<file path="src/common/blit_defs.svh">
// Register numbers and field positions of the blitter register file.
// Include wherever a register number or a field bit is decoded.
`ifndef BLIT_DEFS_SVH
`define BLIT_DEFS_SVH

// register numbers on xreg_num_i
`define BLIT_REG_CTRL       4'd0
`define BLIT_REG_SHIFT      4'd1
`define BLIT_REG_MOD_A      4'd2
`define BLIT_REG_SRC_A      4'd3
`define BLIT_REG_MOD_B      4'd4
`define BLIT_REG_SRC_B      4'd5
`define BLIT_REG_VAL_C      4'd6
`define BLIT_REG_MOD_D      4'd7
`define BLIT_REG_DST_D      4'd8
`define BLIT_REG_LINES      4'd9
`define BLIT_REG_WORDS      4'd10       // writing this one queues the blit

// CTRL register fields
`define BLIT_CTRL_A_CONST   0
`define BLIT_CTRL_B_CONST   1
`define BLIT_CTRL_B_NOT     2
`define BLIT_CTRL_C_USE_B   3
`define BLIT_CTRL_T_MSB     15
`define BLIT_CTRL_T_LSB     8

// SHIFT register fields
`define BLIT_SHIFT_AMT_MSB  1
`define BLIT_SHIFT_AMT_LSB  0
`define BLIT_SHIFT_LM_MSB   11
`define BLIT_SHIFT_LM_LSB   8
`define BLIT_SHIFT_FM_MSB   15
`define BLIT_SHIFT_FM_LSB   12

`define BLIT_LINES_W        15          // line count width

`endif

</file>
<file path="src/common/blit_pkg.sv">
// Types shared by the blitter blocks and the testbench.
// Compile before any blitter module.
`include "blit_defs.svh"

package blit_pkg;

    typedef logic [15:0] word_t;
    typedef logic [15:0] addr_t;

    // control and shift fields of one blit
    typedef struct packed {
        logic           a_const;
        logic           b_const;
        logic           b_not;
        logic           c_use_b;
        logic [7:0]     transp_t;       // two transparency nibbles
        logic [1:0]     shift;          // right shift in nibbles
        logic [3:0]     f_mask;         // first word nibble mask
        logic [3:0]     l_mask;         // last word nibble mask
    } blit_ctrl_t;

    // complete blit description as held in the register file
    typedef struct packed {
        blit_ctrl_t                 ctrl;
        addr_t                      src_a;
        word_t                      mod_a;
        addr_t                      src_b;
        word_t                      mod_b;
        word_t                      val_c;
        addr_t                      dst_d;
        word_t                      mod_d;
        logic [`BLIT_LINES_W-1:0]   lines;      // line count minus one
        word_t                      words;      // word count minus one
    } blit_cfg_t;

    typedef struct packed {
        logic           sel;
        logic           wr;
        addr_t          addr;
        word_t          data;
        logic [3:0]     mask;           // nibble write enables
    } vram_req_t;

    typedef enum logic [2:0] {
        IDLE, SETUP, LINE_BEG, WAIT_RD_A, WAIT_RD_B, WAIT_WR_D, LINE_END
    } seq_state_t;

endpackage

</file>
<file path="src/blitter/blit_regs.sv">
// Blitter register file.
// Holds the next blit while the current one runs; a WORDS write queues it
// and the sequencer's take pulse releases the slot.
`timescale 1ns/1ps
`include "blit_defs.svh"

module blit_regs (
    input  logic                clk,
    input  logic                reset_i,
    input  logic                xreg_wr_en_i,
    input  logic [3:0]          xreg_num_i,
    input  blit_pkg::word_t     xreg_data_i,
    input  logic                take_i,
    output blit_pkg::blit_cfg_t cfg_o,
    output logic                queued_o
);
    import blit_pkg::*;

    blit_cfg_t  cfg_q;
    logic       queued_q;

    assign cfg_o    = cfg_q;
    assign queued_o = queued_q;

    always_ff @(posedge clk) begin
        if (reset_i) begin
            cfg_q    <= '0;
            queued_q <= 1'b0;
        end else begin
            if (take_i) begin
                queued_q <= 1'b0;               // sequencer copied the blit
            end
            if (xreg_wr_en_i) begin
                case (xreg_num_i)
                    `BLIT_REG_CTRL: begin
                        cfg_q.ctrl.a_const  <= xreg_data_i[`BLIT_CTRL_A_CONST];
                        cfg_q.ctrl.b_const  <= xreg_data_i[`BLIT_CTRL_B_CONST];
                        cfg_q.ctrl.b_not    <= xreg_data_i[`BLIT_CTRL_B_NOT];
                        cfg_q.ctrl.c_use_b  <= xreg_data_i[`BLIT_CTRL_C_USE_B];
                        cfg_q.ctrl.transp_t <= xreg_data_i[`BLIT_CTRL_T_MSB:`BLIT_CTRL_T_LSB];
                    end
                    `BLIT_REG_SHIFT: begin
                        cfg_q.ctrl.shift  <= xreg_data_i[`BLIT_SHIFT_AMT_MSB:`BLIT_SHIFT_AMT_LSB];
                        cfg_q.ctrl.l_mask <= xreg_data_i[`BLIT_SHIFT_LM_MSB:`BLIT_SHIFT_LM_LSB];
                        cfg_q.ctrl.f_mask <= xreg_data_i[`BLIT_SHIFT_FM_MSB:`BLIT_SHIFT_FM_LSB];
                    end
                    `BLIT_REG_MOD_A: begin
                        cfg_q.mod_a <= xreg_data_i;
                    end
                    `BLIT_REG_SRC_A: begin
                        cfg_q.src_a <= xreg_data_i;
                    end
                    `BLIT_REG_MOD_B: begin
                        cfg_q.mod_b <= xreg_data_i;
                    end
                    `BLIT_REG_SRC_B: begin
                        cfg_q.src_b <= xreg_data_i;
                    end
                    `BLIT_REG_VAL_C: begin
                        cfg_q.val_c <= xreg_data_i;
                    end
                    `BLIT_REG_MOD_D: begin
                        cfg_q.mod_d <= xreg_data_i;
                    end
                    `BLIT_REG_DST_D: begin
                        cfg_q.dst_d <= xreg_data_i;
                    end
                    `BLIT_REG_LINES: begin
                        cfg_q.lines <= xreg_data_i[`BLIT_LINES_W-1:0];
                    end
                    `BLIT_REG_WORDS: begin
                        cfg_q.words <= xreg_data_i;
                        queued_q    <= 1'b1;    // wins over a take in the same cycle
                    end
                    default: begin
                    end
                endcase
            end
        end
    end

endmodule

</file>
<file path="src/blitter/blit_sequencer.sv">
// Blitter sequencer.
// Walks the rectangle line by line, issues the A/B reads and the D write of
// every word over the VRAM sel/ack handshake and signals the end of a blit.
`timescale 1ns/1ps
`include "blit_defs.svh"

module blit_sequencer (
    input  logic                    clk,
    input  logic                    reset_i,
    input  blit_pkg::blit_cfg_t     cfg_i,
    input  logic                    queued_i,
    input  logic                    vram_ack_i,
    output logic                    take_o,
    output blit_pkg::seq_state_t    state_o,
    output logic                    line_start_o,
    output logic                    first_word_o,
    output logic                    last_word_o,
    output logic                    busy_o,
    output logic                    done_intr_o,
    output logic                    sel_o,
    output logic                    wr_o,
    output blit_pkg::addr_t         addr_o,
    output blit_pkg::blit_ctrl_t    ctrl_o,
    output blit_pkg::word_t         val_c_o
);
    import blit_pkg::*;

    seq_state_t             state_q, state_n, word_state;
    blit_ctrl_t             ctrl_q;
    addr_t                  src_a_q, src_b_q, dst_d_q;
    addr_t                  src_a_n, src_b_n, dst_d_n;
    addr_t                  addr_q;
    word_t                  mod_a_q, mod_b_q, mod_d_q, val_c_q, words_q;
    logic [`BLIT_LINES_W:0] lines_q;            // top bit is the underflow flag
    logic [16:0]            count_q;            // words left in the line, same scheme
    logic                   last_line;
    logic                   first_q, done_q, sel_q, wr_q;

    assign last_line    = lines_q[`BLIT_LINES_W];
    assign last_word_o  = count_q[16];
    assign first_word_o = first_q;
    assign take_o       = (state_q == SETUP);
    assign line_start_o = (state_q == LINE_BEG);
    assign busy_o       = (state_q != IDLE);
    assign state_o      = state_q;
    assign done_intr_o  = done_q;
    assign sel_o        = sel_q;
    assign wr_o         = wr_q;
    assign addr_o       = addr_q;
    assign ctrl_o       = ctrl_q;
    assign val_c_o      = val_c_q;

    always_comb begin
        if (!ctrl_q.a_const) begin              // first access of a word
            word_state = WAIT_RD_A;
        end else if (!ctrl_q.b_const) begin
            word_state = WAIT_RD_B;
        end else begin
            word_state = WAIT_WR_D;
        end
    end

    always_comb begin
        state_n = state_q;
        src_a_n = src_a_q;
        src_b_n = src_b_q;
        dst_d_n = dst_d_q;
        case (state_q)
            IDLE: begin
                if (queued_i) state_n = SETUP;
            end
            SETUP: begin
                src_a_n = cfg_i.src_a;
                src_b_n = cfg_i.src_b;
                dst_d_n = cfg_i.dst_d;
                state_n = LINE_BEG;
            end
            LINE_BEG: state_n = word_state;
            WAIT_RD_A: begin
                if (vram_ack_i) begin
                    src_a_n = src_a_q + 16'd1;
                    state_n = ctrl_q.b_const ? WAIT_WR_D : WAIT_RD_B;
                end
            end
            WAIT_RD_B: begin
                if (vram_ack_i) begin
                    src_b_n = src_b_q + 16'd1;
                    state_n = WAIT_WR_D;
                end
            end
            WAIT_WR_D: begin
                if (vram_ack_i) begin
                    dst_d_n = dst_d_q + 16'd1;
                    state_n = last_word_o ? LINE_END : word_state;
                end
            end
            LINE_END: begin
                src_a_n = src_a_q + mod_a_q;    // step to the next line
                src_b_n = src_b_q + mod_b_q;
                dst_d_n = dst_d_q + mod_d_q;
                if (!last_line) begin
                    state_n = LINE_BEG;
                end else begin
                    state_n = queued_i ? SETUP : IDLE;
                end
            end
            default: state_n = IDLE;
        endcase
    end

    always_ff @(posedge clk) begin
        if (reset_i) begin
            state_q <= IDLE;
            ctrl_q  <= '0;
            lines_q <= '0;
            count_q <= '0;
            first_q <= 1'b0;
            done_q  <= 1'b0;
            sel_q   <= 1'b0;
            wr_q    <= 1'b0;
            addr_q  <= '0;
        end else begin
            state_q <= state_n;
            done_q  <= (state_q == LINE_END) && last_line;
            sel_q   <= (state_n == WAIT_RD_A) || (state_n == WAIT_RD_B) ||
                       (state_n == WAIT_WR_D);
            wr_q    <= (state_n == WAIT_WR_D);
            case (state_n)                      // stays put while an ack is awaited
                WAIT_RD_A: addr_q <= src_a_n;
                WAIT_RD_B: addr_q <= src_b_n;
                default:   addr_q <= dst_d_n;
            endcase
            if (state_q == SETUP) begin
                ctrl_q  <= cfg_i.ctrl;
                lines_q <= {1'b0, cfg_i.lines};
            end
            if (state_q == LINE_BEG) begin
                lines_q <= lines_q - 1'b1;
                count_q <= {1'b0, words_q} - 17'd1;
                first_q <= 1'b1;
            end
            if ((state_q == WAIT_WR_D) && vram_ack_i) begin
                count_q <= count_q - 17'd1;
                first_q <= 1'b0;
            end
        end
    end

    // working addresses and the per-blit modulo and constant values
    always_ff @(posedge clk) begin
        src_a_q <= src_a_n;
        src_b_q <= src_b_n;
        dst_d_q <= dst_d_n;
        if (state_q == SETUP) begin
            mod_a_q <= cfg_i.mod_a;
            mod_b_q <= cfg_i.mod_b;
            mod_d_q <= cfg_i.mod_d;
            val_c_q <= cfg_i.val_c;
            words_q <= cfg_i.words;
        end
    end

endmodule

</file>
<file path="src/blitter/blit_shifter.sv">
// Right nibble shifter for one blitter source.
// Rotates the read word by 0 to 3 nibbles and fills the top from the word
// read before it, which is cleared at the start of each blit.
`timescale 1ns/1ps

module blit_shifter (
    input  logic                clk,
    input  logic                reset_i,
    input  logic                clear_i,
    input  logic                load_i,
    input  logic [1:0]          shift_i,
    input  blit_pkg::word_t     data_i,
    output blit_pkg::word_t     shifted_o
);
    import blit_pkg::*;

    word_t prev_q;                              // previous word of this source

    always_ff @(posedge clk) begin
        if (reset_i || clear_i) begin
            prev_q <= '0;
        end else if (load_i) begin
            prev_q <= data_i;
        end
    end

    always_comb begin
        case (shift_i)
            2'd0:    shifted_o = data_i;
            2'd1:    shifted_o = {prev_q[3:0], data_i[15:4]};
            2'd2:    shifted_o = {prev_q[7:0], data_i[15:8]};
            default: shifted_o = {prev_q[11:0], data_i[15:12]};
        endcase
    end

endmodule

</file>
<file path="src/blitter/blit_datapath.sv">
// Blitter datapath.
// Keeps the A, B and C operands of the current word and forms the write
// data D = A AND B' XOR C together with its nibble write mask.
`timescale 1ns/1ps

module blit_datapath (
    input  logic                    clk,
    input  logic                    reset_i,
    input  logic                    start_i,
    input  logic                    line_start_i,
    input  logic                    load_a_i,
    input  logic                    load_b_i,
    input  blit_pkg::blit_ctrl_t    ctrl_i,
    input  blit_pkg::addr_t         cfg_src_a_i,
    input  blit_pkg::addr_t         cfg_src_b_i,
    input  blit_pkg::word_t         val_c_i,
    input  blit_pkg::word_t         a_shifted_i,
    input  blit_pkg::word_t         b_shifted_i,
    input  logic                    first_word_i,
    input  logic                    last_word_i,
    output blit_pkg::word_t         data_o,
    output logic [3:0]              mask_o
);
    import blit_pkg::*;

    word_t      val_a_q, val_b_q, c_eff_q, b_eff;
    logic [3:0] t_res_q;                        // nibbles that differ from T

    function automatic logic [3:0] transp_test(input word_t b, input logic [7:0] t);
        return {b[15:12] != t[7:4], b[11:8] != t[3:0], b[7:4] != t[7:4], b[3:0] != t[3:0]};
    endfunction

    always_ff @(posedge clk) begin
        if (start_i) begin                      // source registers double as constants
            val_a_q <= cfg_src_a_i;
            val_b_q <= cfg_src_b_i;
        end
        if (load_a_i) val_a_q <= a_shifted_i;
        if (line_start_i) c_eff_q <= ctrl_i.c_use_b ? val_b_q : val_c_i;
        if (load_b_i) begin
            val_b_q <= b_shifted_i;
            if (ctrl_i.c_use_b) c_eff_q <= b_shifted_i;
        end
    end

    always_ff @(posedge clk) begin
        if (reset_i) begin
            t_res_q <= '0;
        end else if (load_b_i) begin
            t_res_q <= transp_test(b_shifted_i, ctrl_i.transp_t);
        end else if (line_start_i) begin
            t_res_q <= transp_test(val_b_q, ctrl_i.transp_t);   // constant B case
        end
    end

    assign b_eff  = ctrl_i.b_not ? ~val_b_q : val_b_q;
    assign data_o = (val_a_q & b_eff) ^ c_eff_q;
    assign mask_o = t_res_q & (first_word_i ? ctrl_i.f_mask : 4'hF) &
                    (last_word_i ? ctrl_i.l_mask : 4'hF);

endmodule

</file>
<file path="src/blitter/blitter.sv">
// VRAM blitter top level.
// Connects the register file, the sequencer, the A and B shifters and the
// datapath, and presents one VRAM request port.
`timescale 1ns/1ps

module blitter (
    input  logic                clk,
    input  logic                reset_i,
    input  logic                xreg_wr_en_i,
    input  logic [3:0]          xreg_num_i,
    input  blit_pkg::word_t     xreg_data_i,
    input  logic                vram_ack_i,
    input  blit_pkg::word_t     vram_data_i,
    output blit_pkg::vram_req_t vram_req_o,
    output logic                busy_o,
    output logic                full_o,
    output logic                done_intr_o
);
    import blit_pkg::*;

    blit_cfg_t      cfg;
    blit_ctrl_t     ctrl;
    seq_state_t     seq_state;
    addr_t          addr;
    word_t          val_c;
    word_t          a_shifted;
    word_t          b_shifted;
    logic           queued;
    logic           take;
    logic           line_start;
    logic           first_word;
    logic           last_word;
    logic           load_a;
    logic           load_b;

    // read data returns in the ack cycle of the matching wait state
    assign load_a = vram_ack_i && (seq_state == WAIT_RD_A);
    assign load_b = vram_ack_i && (seq_state == WAIT_RD_B);

    assign full_o          = queued;
    assign vram_req_o.addr = addr;

    blit_regs u_regs (
        .clk, .reset_i, .xreg_wr_en_i, .xreg_num_i, .xreg_data_i,
        .take_i(take), .cfg_o(cfg), .queued_o(queued)
    );

    blit_sequencer u_seq (
        .clk, .reset_i, .cfg_i(cfg), .queued_i(queued), .vram_ack_i,
        .take_o(take), .state_o(seq_state), .line_start_o(line_start),
        .first_word_o(first_word), .last_word_o(last_word), .busy_o, .done_intr_o,
        .sel_o(vram_req_o.sel), .wr_o(vram_req_o.wr), .addr_o(addr),
        .ctrl_o(ctrl), .val_c_o(val_c)
    );

    blit_shifter u_shift_a (
        .clk, .reset_i, .clear_i(take), .load_i(load_a), .shift_i(ctrl.shift),
        .data_i(vram_data_i), .shifted_o(a_shifted)
    );

    blit_shifter u_shift_b (
        .clk, .reset_i, .clear_i(take), .load_i(load_b), .shift_i(ctrl.shift),
        .data_i(vram_data_i), .shifted_o(b_shifted)
    );

    blit_datapath u_dp (
        .clk, .reset_i, .start_i(take), .line_start_i(line_start),
        .load_a_i(load_a), .load_b_i(load_b), .ctrl_i(ctrl),
        .cfg_src_a_i(cfg.src_a), .cfg_src_b_i(cfg.src_b), .val_c_i(val_c),
        .a_shifted_i(a_shifted), .b_shifted_i(b_shifted),
        .first_word_i(first_word), .last_word_i(last_word),
        .data_o(vram_req_o.data), .mask_o(vram_req_o.mask)
    );

endmodule

</file>
<file path="config.mk">
export PLATFORM = sky130hd
export DESIGN_NAME = blitter
export DESIGN_NICKNAME = d
export VERILOG_FILES = /design/src/common/blit_pkg.sv /design/src/blitter/blit_regs.sv /design/src/blitter/blit_sequencer.sv /design/src/blitter/blit_shifter.sv /design/src/blitter/blit_datapath.sv /design/src/blitter/blitter.sv
export VERILOG_INCLUDE_DIRS = /design/src /design/src/common
export SDC_FILE = /design/constraint.sdc
export NUM_CORES = 1
export LEC_CHECK = 0
export BUFFER_PORTS_ARGS = -buffer_cell sky130_fd_sc_hd__buf_2
export CAP_MARGIN = 5
export CORE_MARGIN = 5
export CORE_UTILIZATION = 56
export CTS_CLUSTER_SIZE = 24
export DETAILED_ROUTE_END_ITERATION = 10
export PLACE_DENSITY = 0.88
export SLEW_MARGIN = 10
export SYNTH_ARGS = -nofsm -noshare
export SYNTH_HDL_FRONTEND = slang
export SYNTH_SLANG_ARGS = --single-unit
export TNS_END_PERCENT = 1
</file>
<file path="constraint.sdc">
create_clock -name clk -period 4.65 [get_ports clk]
set_clock_uncertainty 0.15 [all_clocks]
set_input_delay 0.2325 -clock clk [delete_from_list [all_inputs] [get_ports clk]]
set_output_delay 0.2325 -clock clk [all_outputs]
set_load 0.02 [all_outputs]
</file>
# Word level (Yosys, flattened, before mapping)
# Index checks and enable logic that the tools add are counted.
# op_classes
add_sub_neg,9
eq_ne,29
mux,39
bitwise,5
reduce_logical,28
# op_table
cell,count
$pmux 16 s3,5
$mux 16,14
$add 16x1->16 const B,3
$add 16x16->16,3
$mux 17,2
$ne 4x4->1,8
$pmux 16 s2,1
$reduce_and 2->1,11
$mux 3,7
$pmux 3 s7,1
$sub 16x1->17 const B,1
$sub 17x1->17 const B,1
$and 16x16->16,1
$eq 4x3->1 const B,4
$mux 4,4
$not 16->16,1
$sub 16x1->16 const B,1
$xor 16x16->16,1
$eq 3x3->1 const B,5
$eq 4x4->1 const B,3
$reduce_bool 2->1,5
$eq 3x2->1 const B,3
$and 4x4->4,2
$eq 4x2->1 const B,2
12 further kinds,21
# word_totals
register_bits,448
in_bits,40
out_inout_bits,41
elab_cells,158

# Longest topological paths before layout
# Gate-level depths: netlist of the first run.
# depth
depth_word,8
mapped_depth,12
mapped_depth_nobuf,12

# Modules after synthesis
# Synthesis of the first run repeated with hierarchy kept, for this count alone.
# hier_totals
hier_cells,2353
area_unflattened_um2,23420.0
# by_module_without_submodules
module,n_inst,cells_per_inst,area_each_um2,seq_area_each_um2
blit_sequencer,1,1380,11915.2,4924.7
blit_regs,1,584,6510.0,3323.2
blit_datapath,1,269,3238.1,1361.3
blit_shifter,2,59,867.1,240.2
blitter,1,2,22.5,0.0

# Least setup slack after synthesis of the first run
# No wires, ideal clock.
# synth_timing
path_kind,register -> register
start,reg u_seq.state_q[0] (netlist: u_seq.state_o[0])
end,reg u_seq.mod_a_q[0] (enable)
setup_time_ns,0.475
arrival_time_ns,3.906
t_required_ns,4.025
slack_ns,0.118
stages_incl_launch_ff,9
n_path_buf,5
synth_period_minus_slack_ns,4.532
path_cell_list,dfxtp_1 > buf_4 > nor2b_1 > clkbuf_1 > nand2_1 > inv_2 > buf_2 > buf_2 > buf_1
# synth_between
elab_chain_cells,1
# synth_lines
item,line_no,text
start: declaration,blit_sequencer.sv:28,"seq_state_t state_q, state_n, word_state;"
start signal: assignment,blit_sequencer.sv:123,state_q <= state_n;
$eq 3x1->1,blit_sequencer.sv:154,if (state_q == SETUP) begin
end signal: assignment,blit_sequencer.sv:155,mod_a_q <= cfg_i.mod_a;
end: declaration,blit_sequencer.sv:33,"word_t mod_a_q, mod_b_q, mod_d_q, val_c_q, words_q;"
# Every way passes these cells.
# A chain may end at the register's enable or synchronous reset.

# Worst setup path in the final report of the first run
# layout_timing
start,reg u_seq.state_q[0] (netlist: u_seq.state_o[0])
end,reg u_seq.addr_q[13] (netlist: u_seq.addr_o[13])
# layout_between
elab_chain_cells,4
word_cells_on_any_way,18
classes_between,8 x eq/ne; 9 x mux; 1 x reduce/logical
# layout_lines
item,line_no,text
$eq 3x3->1 (tied with other cells),blit_sequencer.sv:68,case (state_q)
$pmux 3 s7,blit_sequencer.sv:68,
$eq 3x3->1 / $eq 3x2->1 (equally long branches),blit_sequencer.sv:128,case (state_n)
$pmux 16 s2 (*),blit_sequencer.sv:128,
end signal: assignment,blit_sequencer.sv:129,WAIT_RD_A: addr_q <= src_a_n;
end signal: assignment,blit_sequencer.sv:130,WAIT_RD_B: addr_q <= src_b_n;
end signal: assignment,blit_sequencer.sv:131,default: addr_q <= dst_d_n;
end: declaration,blit_sequencer.sv:32,addr_t addr_q;
# Every way passes the cells marked *; elsewhere a longest branch is shown, timed or not.

==> summary.md, run 1 <==
| Metric | Value |
|---|---|
| Register area share after synthesis | 46.5% |
| P_sw | 3.44 mW |
| CTS tree | done |
| Placer Congestion | 0.989 |
| Chip Height | 207 µm |
| Gr usage total | 31.6% |
| Design Area, Final | 0.0243 mm² |
| Arr. time, crit path | 4.09 ns |
| DR vias/cell | 6.28 |
| Initial DRT Pass Iterations | 6 |
| IO buf count | 80 |
| Die area | 0.0427 mm² |
| Maximum fanout count along the critical path | 18 |
| Root buf cell | clkbuf_16 |
| Status | complete, no violations |
| Worst reg2reg startpoint | u_seq.state_o[0]$_SDFF_PP0_ |
| Slew headroom | 21.1% |
| CTS clk-pin slew, worst paths | 0.06 ns |
| EDFF count, synth | 112 |
| Drt drc | 0 |
| Commonest non-fill, non-tap cell in the layout | nand2_1 |
| Synth async-reset ratio | 0% |
| Post-route core utilization | 63.1% |
| First-pass GRT wire length | 106000 µm |
| Hold path endpoint | u_regs.cfg_o[71]$_SDFFE_PP0P_ |
| Final hold vios | 0 |
| Clk buf depth | 3 |
| Initial DRC count | 2537 |
| Worst R2R Setup Slack | 0.91 ns |
| Latest clock arrival within the worst-skew pair | 0.59 ns |
| CTS resizes | 0 |
| Final net count | 2668 |
| Int Power | 7.49 mW |
| Post-Route Setup TNS | 0 ns |
| Sink Count | 448 |
| TritonCTS Buffers | 47 |
| Top cell type's share of synthesized area | 31.0% |
| Clock power frac | 35.7% |
| Initial Util | 56.4% |
| Final WL | 69000 µm |
| Seq pwr share | 43.0% |
| Via count | 19700 |
| PwrDens | 450 mW/mm² |
| Placed cell area | 0.0224 mm² |
| Net count after synthesis | 2635 |
| Switching Share | 31.5% |
| Post-Syn Instances | 2542 |
| Cells after DPL | 3017 |
| Max_cap viols | 0 |
| Hold wc startpoint | xreg_data_i[8] |
| Commonest non-fill, non-tap cells in the layout | 579 x nand2_1, 339 x a21oi_1, 333 x dfxtp_1, 161 x nor2_1, 117 x o21ai_0 |
| Gate power share | 21.4% |
| Syn avg cell area | 8.53 µm² |
| Number of fill cells | 3164 |
| Crit Reg-Reg Endpoint | u_seq.addr_o[13]$_SDFF_PP0_ |
| Cell variety after synth | 82 |
| CP Data Required Time | 5.00 ns |
| ANT nets after route | 0 |
| Largest net degree at the start of global routing | 80 |
| Worst VDD drop | 0.000343 V |
| Hold depth | 3 |
| Crit Path Class | flip-flop to flip-flop |
| IO Count | 81 |
| Max Clk Rate | 0.268 GHz |
| Unrepaired setup endpoints after global routing | false |
| Antenna violations before repair | 2 |
| Synth area leaders | dfxtp_1 31%, edfxtp_1 16%, nand2_1 10% |
| Seq cells post-synth | 448 |
| Non-filler cells, final | 3132 |
| Die X | 207 µm |
| Reg2Reg Depth | 10 |
| Routed length per instance | 22.0 µm |
| Ys flop type | dfxtp_1 |
| Core ar. | 0.0385 mm² |
| Hold Path Class | primary input to flip-flop |
| WHS | 0.0433 ns |
| Layout cell share with drive strength beyond 1 | 9.34% |
| Synth-to-Final Area Change | 11.9% |
| Final Critical Period | 3.74 ns |
| Yosys top cell by area | dfxtp_1 |
| Cell Area, Synth | 0.0217 mm² |
| Synth warn | 0 |
| H-tree levels | 2 |
| Final Max Tran Viols | 0 |
| CP Launch Type | flip-flop |
| GRT overflow | 0 |
| Rows | 72 |
| CP endpoint kind | flip-flop |
| Tcrit/Tclk final | 80.4% |
| Actual slew at the worst max-slew pin | 1.18 ns |
| Setup Viol. Count Final | 0 |
| Detailed placement HPWL | 46500 µm |
| Number of global-route vias before repair | 18600 |
| P_leak | 8.86 nW |
==> cell families after synthesis <==
logic type | after synthesis | share of synthesized area (%)
mux | 101 | 4.78
buf+inv | 198 | 3.68
xor+xnor | 95 | 3.84
fa+ha+maj | 53 | 3.16
flops | 448 | 46.5
compound gates | 703 | 19.3
simple gates | 944 | 18.7
==> worst max-delay path, stage by stage, from the launching register on <==
cell,delay [ns]
dfxtp_1,0.65
buf_4,0.31
nand4b_4,0.34
o21ai_0,0.29
o21ai_0,0.11
and3_1,0.26
and3_1,0.18
buf_4,0.19
nor2_1,0.77
a32oi_1,0.21
a31oi_1,0.19
==> cell usage after synthesis, drive strengths merged (14+ instances only) <==
library cell	n
nand2b	15
xor2	34
edfxtp	112
nor2	163
buf	33
o211ai	27
dfxtp	336
xnor2	61
a211oi	27
mux2i	86
a21o	27
and3	17
nor4	14
nand2	581
o21ai	128
ha	50
o22ai	16
nor2b	21
nand3	46
nor3	35
a31oi	23
inv	35
a21oi	340
mux2	15
clkbuf	130
a22oi	18
==> registers in the layout, indices dropped and copies added, names as in the netlist, 3 cells and up <==
register          count
u_shift_b.prev_q     12
u_seq.state_o         3
u_seq.src_a_q        16
u_seq.count_q        17
u_dp.t_res_q          4
u_regs.cfg_o        165
u_dp.val_b_q         16
u_shift_a.prev_q     12
u_dp.val_a_q         16
u_seq.src_b_q        16
u_dp.c_eff_q         16
u_seq.dst_d_q        16
u_seq.mod_b_q        16
u_seq.addr_o         16
u_seq.ctrl_o         22
u_seq.val_c_o        16
u_seq.lines_q        16
u_seq.words_q        16
u_seq.mod_a_q        16
u_seq.mod_d_q        16
==> power by group through the flow <==
stage                     Sequential (mW)  Clock, mW  Combinational [mW]
after global placement               4.74          0                2.20
after detailed placement             4.75          0                2.26
after floorplan                      4.64          0                1.64
after global routing                 4.72       4.08                2.55
after CTS                            4.67       3.92                2.30
final                                4.69       3.90                2.34
==> stage by stage <==
stage / power [mW] / setup WS, ns
3_3_place_gp: 6.93 / 1.12
2_1_floorplan: 6.28 / 0.118
6_report: 10.9 / 0.912
5_1_grt: 11.4 / 0.612
4_1_cts: 10.9 / 0.974
3_5_place_dp: 7.01 / 0.978
==> metal layers <==
| metal | track usage [%] | vias to the layer above | share of wire, % |
|---|---|---|---|
| met4 | 14.4 | 2 | 5.0 |
| met5 | 0 | - | 0.020 |
| met3 | 4.91 | 220 | 9.3 |
| li1 | - | 9030 | - |
| met1 | 42.6 | 9341 | 40 |
| met2 | 50.5 | 1079 | 45 |
==> cell type report <==
type / instances / area [µm²] / area share [%]
Clock inverter: 25 / 259 / 1.07
Multi-Input combinational cell: 1896 / 10800 / 44.6
Antenna cell: 1 / 2.50 / 0.0103
Tap cell: 518 / 648 / 2.67
Sequential cell: 448 / 10100 / 41.6
Inverter: 35 / 134 / 0.552
Timing Repair Buffer: 147 / 977 / 4.03
Clock buffer: 62 / 1340 / 5.51
==> what timing repair did <==
item	in CTS	in global routing
setup buffers	0	0
endpoints found under the setup margin	0	0
endpoints found under the hold margin	145	0
hold buffers	27	0
==> worst max path at each step <==
stage / start / end / slack (ns)
finish: u_seq.state_o[0]$_SDFF_PP0_ / u_seq.addr_o[13]$_SDFF_PP0_ / 0.91
floorplan: u_seq.state_o[0]$_SDFF_PP0_ / u_seq.mod_a_q[0]$_DFFE_PP_ / 0.12
global route: u_seq.state_o[0]$_SDFF_PP0_ / u_seq.addr_o[13]$_SDFF_PP0_ / 0.61
CTS: u_seq.state_o[0]$_SDFF_PP0_ / u_seq.addr_o[13]$_SDFF_PP0_ / 0.97
global placement: u_seq.state_o[0]$_SDFF_PP0_ / u_seq.addr_o[13]$_SDFF_PP0_ / 1.12
detailed placement: u_seq.state_o[0]$_SDFF_PP0_ / u_seq.addr_o[13]$_SDFF_PP0_ / 0.98
(Power assumes the default switching activity.)
==> run 2, diff against run 1 <==
- clock period: 4.65 -> 3.4 ns (I/O delays scaled with it)
==> summary.md, run 2 (same netlist as run 1, synthesis figures left out) <==
| Metric | Value |
|---|---|
| Max Clk Rate | 0.313 GHz (+17%) |
| Dpl ws | 0.279 ns (-0.700 ns) |
| Initial DRT Pass Iterations | 6 (unchanged) |
| Worst setup margin | 0.202 ns (-0.710 ns) |
| Worst VDD drop | 0.000491 V (+43%) |
| Final Power | 14.9 mW (+36%) |
| WHS | 0.0545 ns (+0.0112 ns) |
| Layout cell share with drive strength beyond 1 | 10.1% (+0.76 points) |
| Die area | 0.0427 mm² (unchanged) |
| Setup Viol. Count Final | 0 (unchanged) |
| ANT nets after route | 0 (unchanged) |
| Commonest non-fill, non-tap cell in the layout | nand2_1 |
| Unrepaired setup endpoints after global routing | false |
| Number of fill cells | 3101 (-2.0%) |
| Largest net degree at the start of global routing | 153 (+91%) |
| Post-route core utilization | 63.8% (+0.74 points) |
| Antenna Diode Count | 0 (-1) |
| Final Critical Period | 3.20 ns (-0.540 ns) |
| TritonCTS Buffers | 46 (-2.1%) |
| Post-Route Setup TNS | 0 ns (unchanged) |
| Max_cap viols | 0 (unchanged) |
| Via count | 19700 (-0.041%) |
| Final WL | 69400 µm (+0.65%) |
| Antenna violations before repair | 0 (-2) |
| Number of global-route vias before repair | 18800 (+1.1%) |
| Routed length per instance | 22.0 µm (-0.30%) |
| CP Data Required Time | 3.72 ns (-1.28 ns) |
| Root buf cell | clkbuf_16 |
| Final hold vios | 0 (unchanged) |
| Hold Path Class | primary input to flip-flop |
| Cells after DPL | 3042 (+0.83%) |
| Detailed placement HPWL | 47300 µm (+1.7%) |
| Synth-to-Final Area Change | 13.2% |
| Status | complete, no violations |
| PwrDens | 607 mW/mm² (+35%) |
| Postcts setup bufs | 0 (unchanged) |
| First-pass GRT wire length | 105000 µm (-0.27%) |
| CTS clk-pin slew, worst paths | 0.06 ns (about the same) |
| Final net count | 2699 (+1.2%) |
| CP Launch Type | flip-flop |
| Core ar. | 0.0385 mm² (unchanged) |
| Commonest non-fill, non-tap cells in the layout | 579 x nand2_1, 339 x a21oi_1, 333 x dfxtp_1, 161 x nor2_1, 117 x o21ai_0 |
| CP endpoint kind | flip-flop |
| Placer Congestion | 0.995 (+0.64%) |
| Max FFs per register | 165 (unchanged) |
| Initial DRC count | 2320 (-8.6%) |
| P_leak | 9.03 nW (+1.9%) |
| Slew headroom | 24.4% (+3.3 points) |
| IO Count | 81 (unchanged) |
| Maximum fanout count along the critical path | 3 (-15) |
| Die X | 207 µm (unchanged) |
| Latest clock arrival within the worst-skew pair | 0.59 ns (about the same) |
| GRT overflow | 0 (unchanged) |
| Tcrit/Tclk final | 94.1% (+14 points) |
| Crit Path Class | flip-flop to flip-flop |
| Initial Util | 56.4% (unchanged) |
| Reg2Reg Depth | 13 (+3) |
| Arr. time, crit path | 3.52 ns (-0.57 ns) |
| Hold Buf Count CTS | 34 (+26%) |
| Placed cell area | 0.0226 mm² (+1.0%) |
| Chip Height | 207 µm (unchanged) |
| H-tree levels | 2 (unchanged) |
| IO buf count | 80 (unchanged) |
| Design Area, Final | 0.0245 mm² (+1.2%) |
| Gr usage total | 31.8% (+0.18 points) |
| Actual slew at the worst max-slew pin | 1.13 ns (-0.0466 ns) |
| Non-filler cells, final | 3162 (+0.96%) |
| Sink Count | 448 (unchanged) |
| Drt drc | 0 (unchanged) |
| CTS resizes | 0 (unchanged) |
| Hold depth | 4 (+1) |
| Final Max Tran Viols | 0 (unchanged) |
| Clk buf depth | 3 (unchanged) |
| Rows | 72 (unchanged) |
| DR vias/cell | 6.22 (-0.99%) |
| CTS tree | done |
## run 2: changes by cell type in the layout (fill, tap and decap cells not counted)
cell           change
diode_2            -1
dlygate4sd3_1      +7
buf_12             +3
clkinvlp_4         -3
clkinv_8           -1
buf_4             +22
clkbuf_1           +4
clkbuf_8           +2
clkinv_1           -3
## run 2: final timing paths
path / end / slack (ns) / from
worst min register to register: u_seq.mod_d_q[9]$_DFFE_PP_ / 0.28 / u_regs.cfg_o[40]$_SDFFE_PP0P_
worst max register to register: u_seq.addr_o[12]$_SDFF_PP0_ / 0.20 / u_seq.mod_d_q[0]$_DFFE_PP_
worst min-delay path: u_dp.c_eff_q[1]$_DFF_P_ / 0.05 / vram_data_i[13]
worst max-delay path: u_seq.addr_o[12]$_SDFF_PP0_ / 0.20 / u_seq.mod_d_q[0]$_DFFE_PP_
## run 2: layer usage
| layer | track usage, % | share of wire [%] |
|---|---|---|
| met5 | 0 | 0 |
| met4 | 15.7 | 5.8 |
| met3 | 8.11 | 11 |
| met2 | 50.6 | 45 |
| met1 | 40.3 | 39 |
## run 2: cell type report
| class | instances | area [µm²] | area share [%] |
|---|---|---|---|
| inverter | 35 | 134 | 0.545 |
| tap | 518 | 648 | 2.64 |
| sequential | 448 | 10100 | 41.1 |
| clock inverter | 18 | 209 | 0.851 |
| clock buffer | 68 | 1380 | 5.62 |
| timing repair buffer | 179 | 1270 | 5.18 |
| multi-input combinational | 1896 | 10800 | 44.0 |
## run 2: power by group
part           switching (mW)  internal, mW
logic                    1.95          1.30
clock network            2.18          3.13
registers               0.469          5.88
## run 2: critical path, cell delays in order, from the launching register on
cell and delay [ns]:
edfxtp_1 0.37, ha_1 0.21, inv_1 0.08, fa_1 0.40, nor2b_1 0.23, o31a_1 0.21
o21a_1 0.13, nor2_1 0.06, o41ai_1 0.34, buf_4 0.18, a21oi_1 0.07, mux2_2 0.23
o21ai_1 0.06, a221o_1 0.35
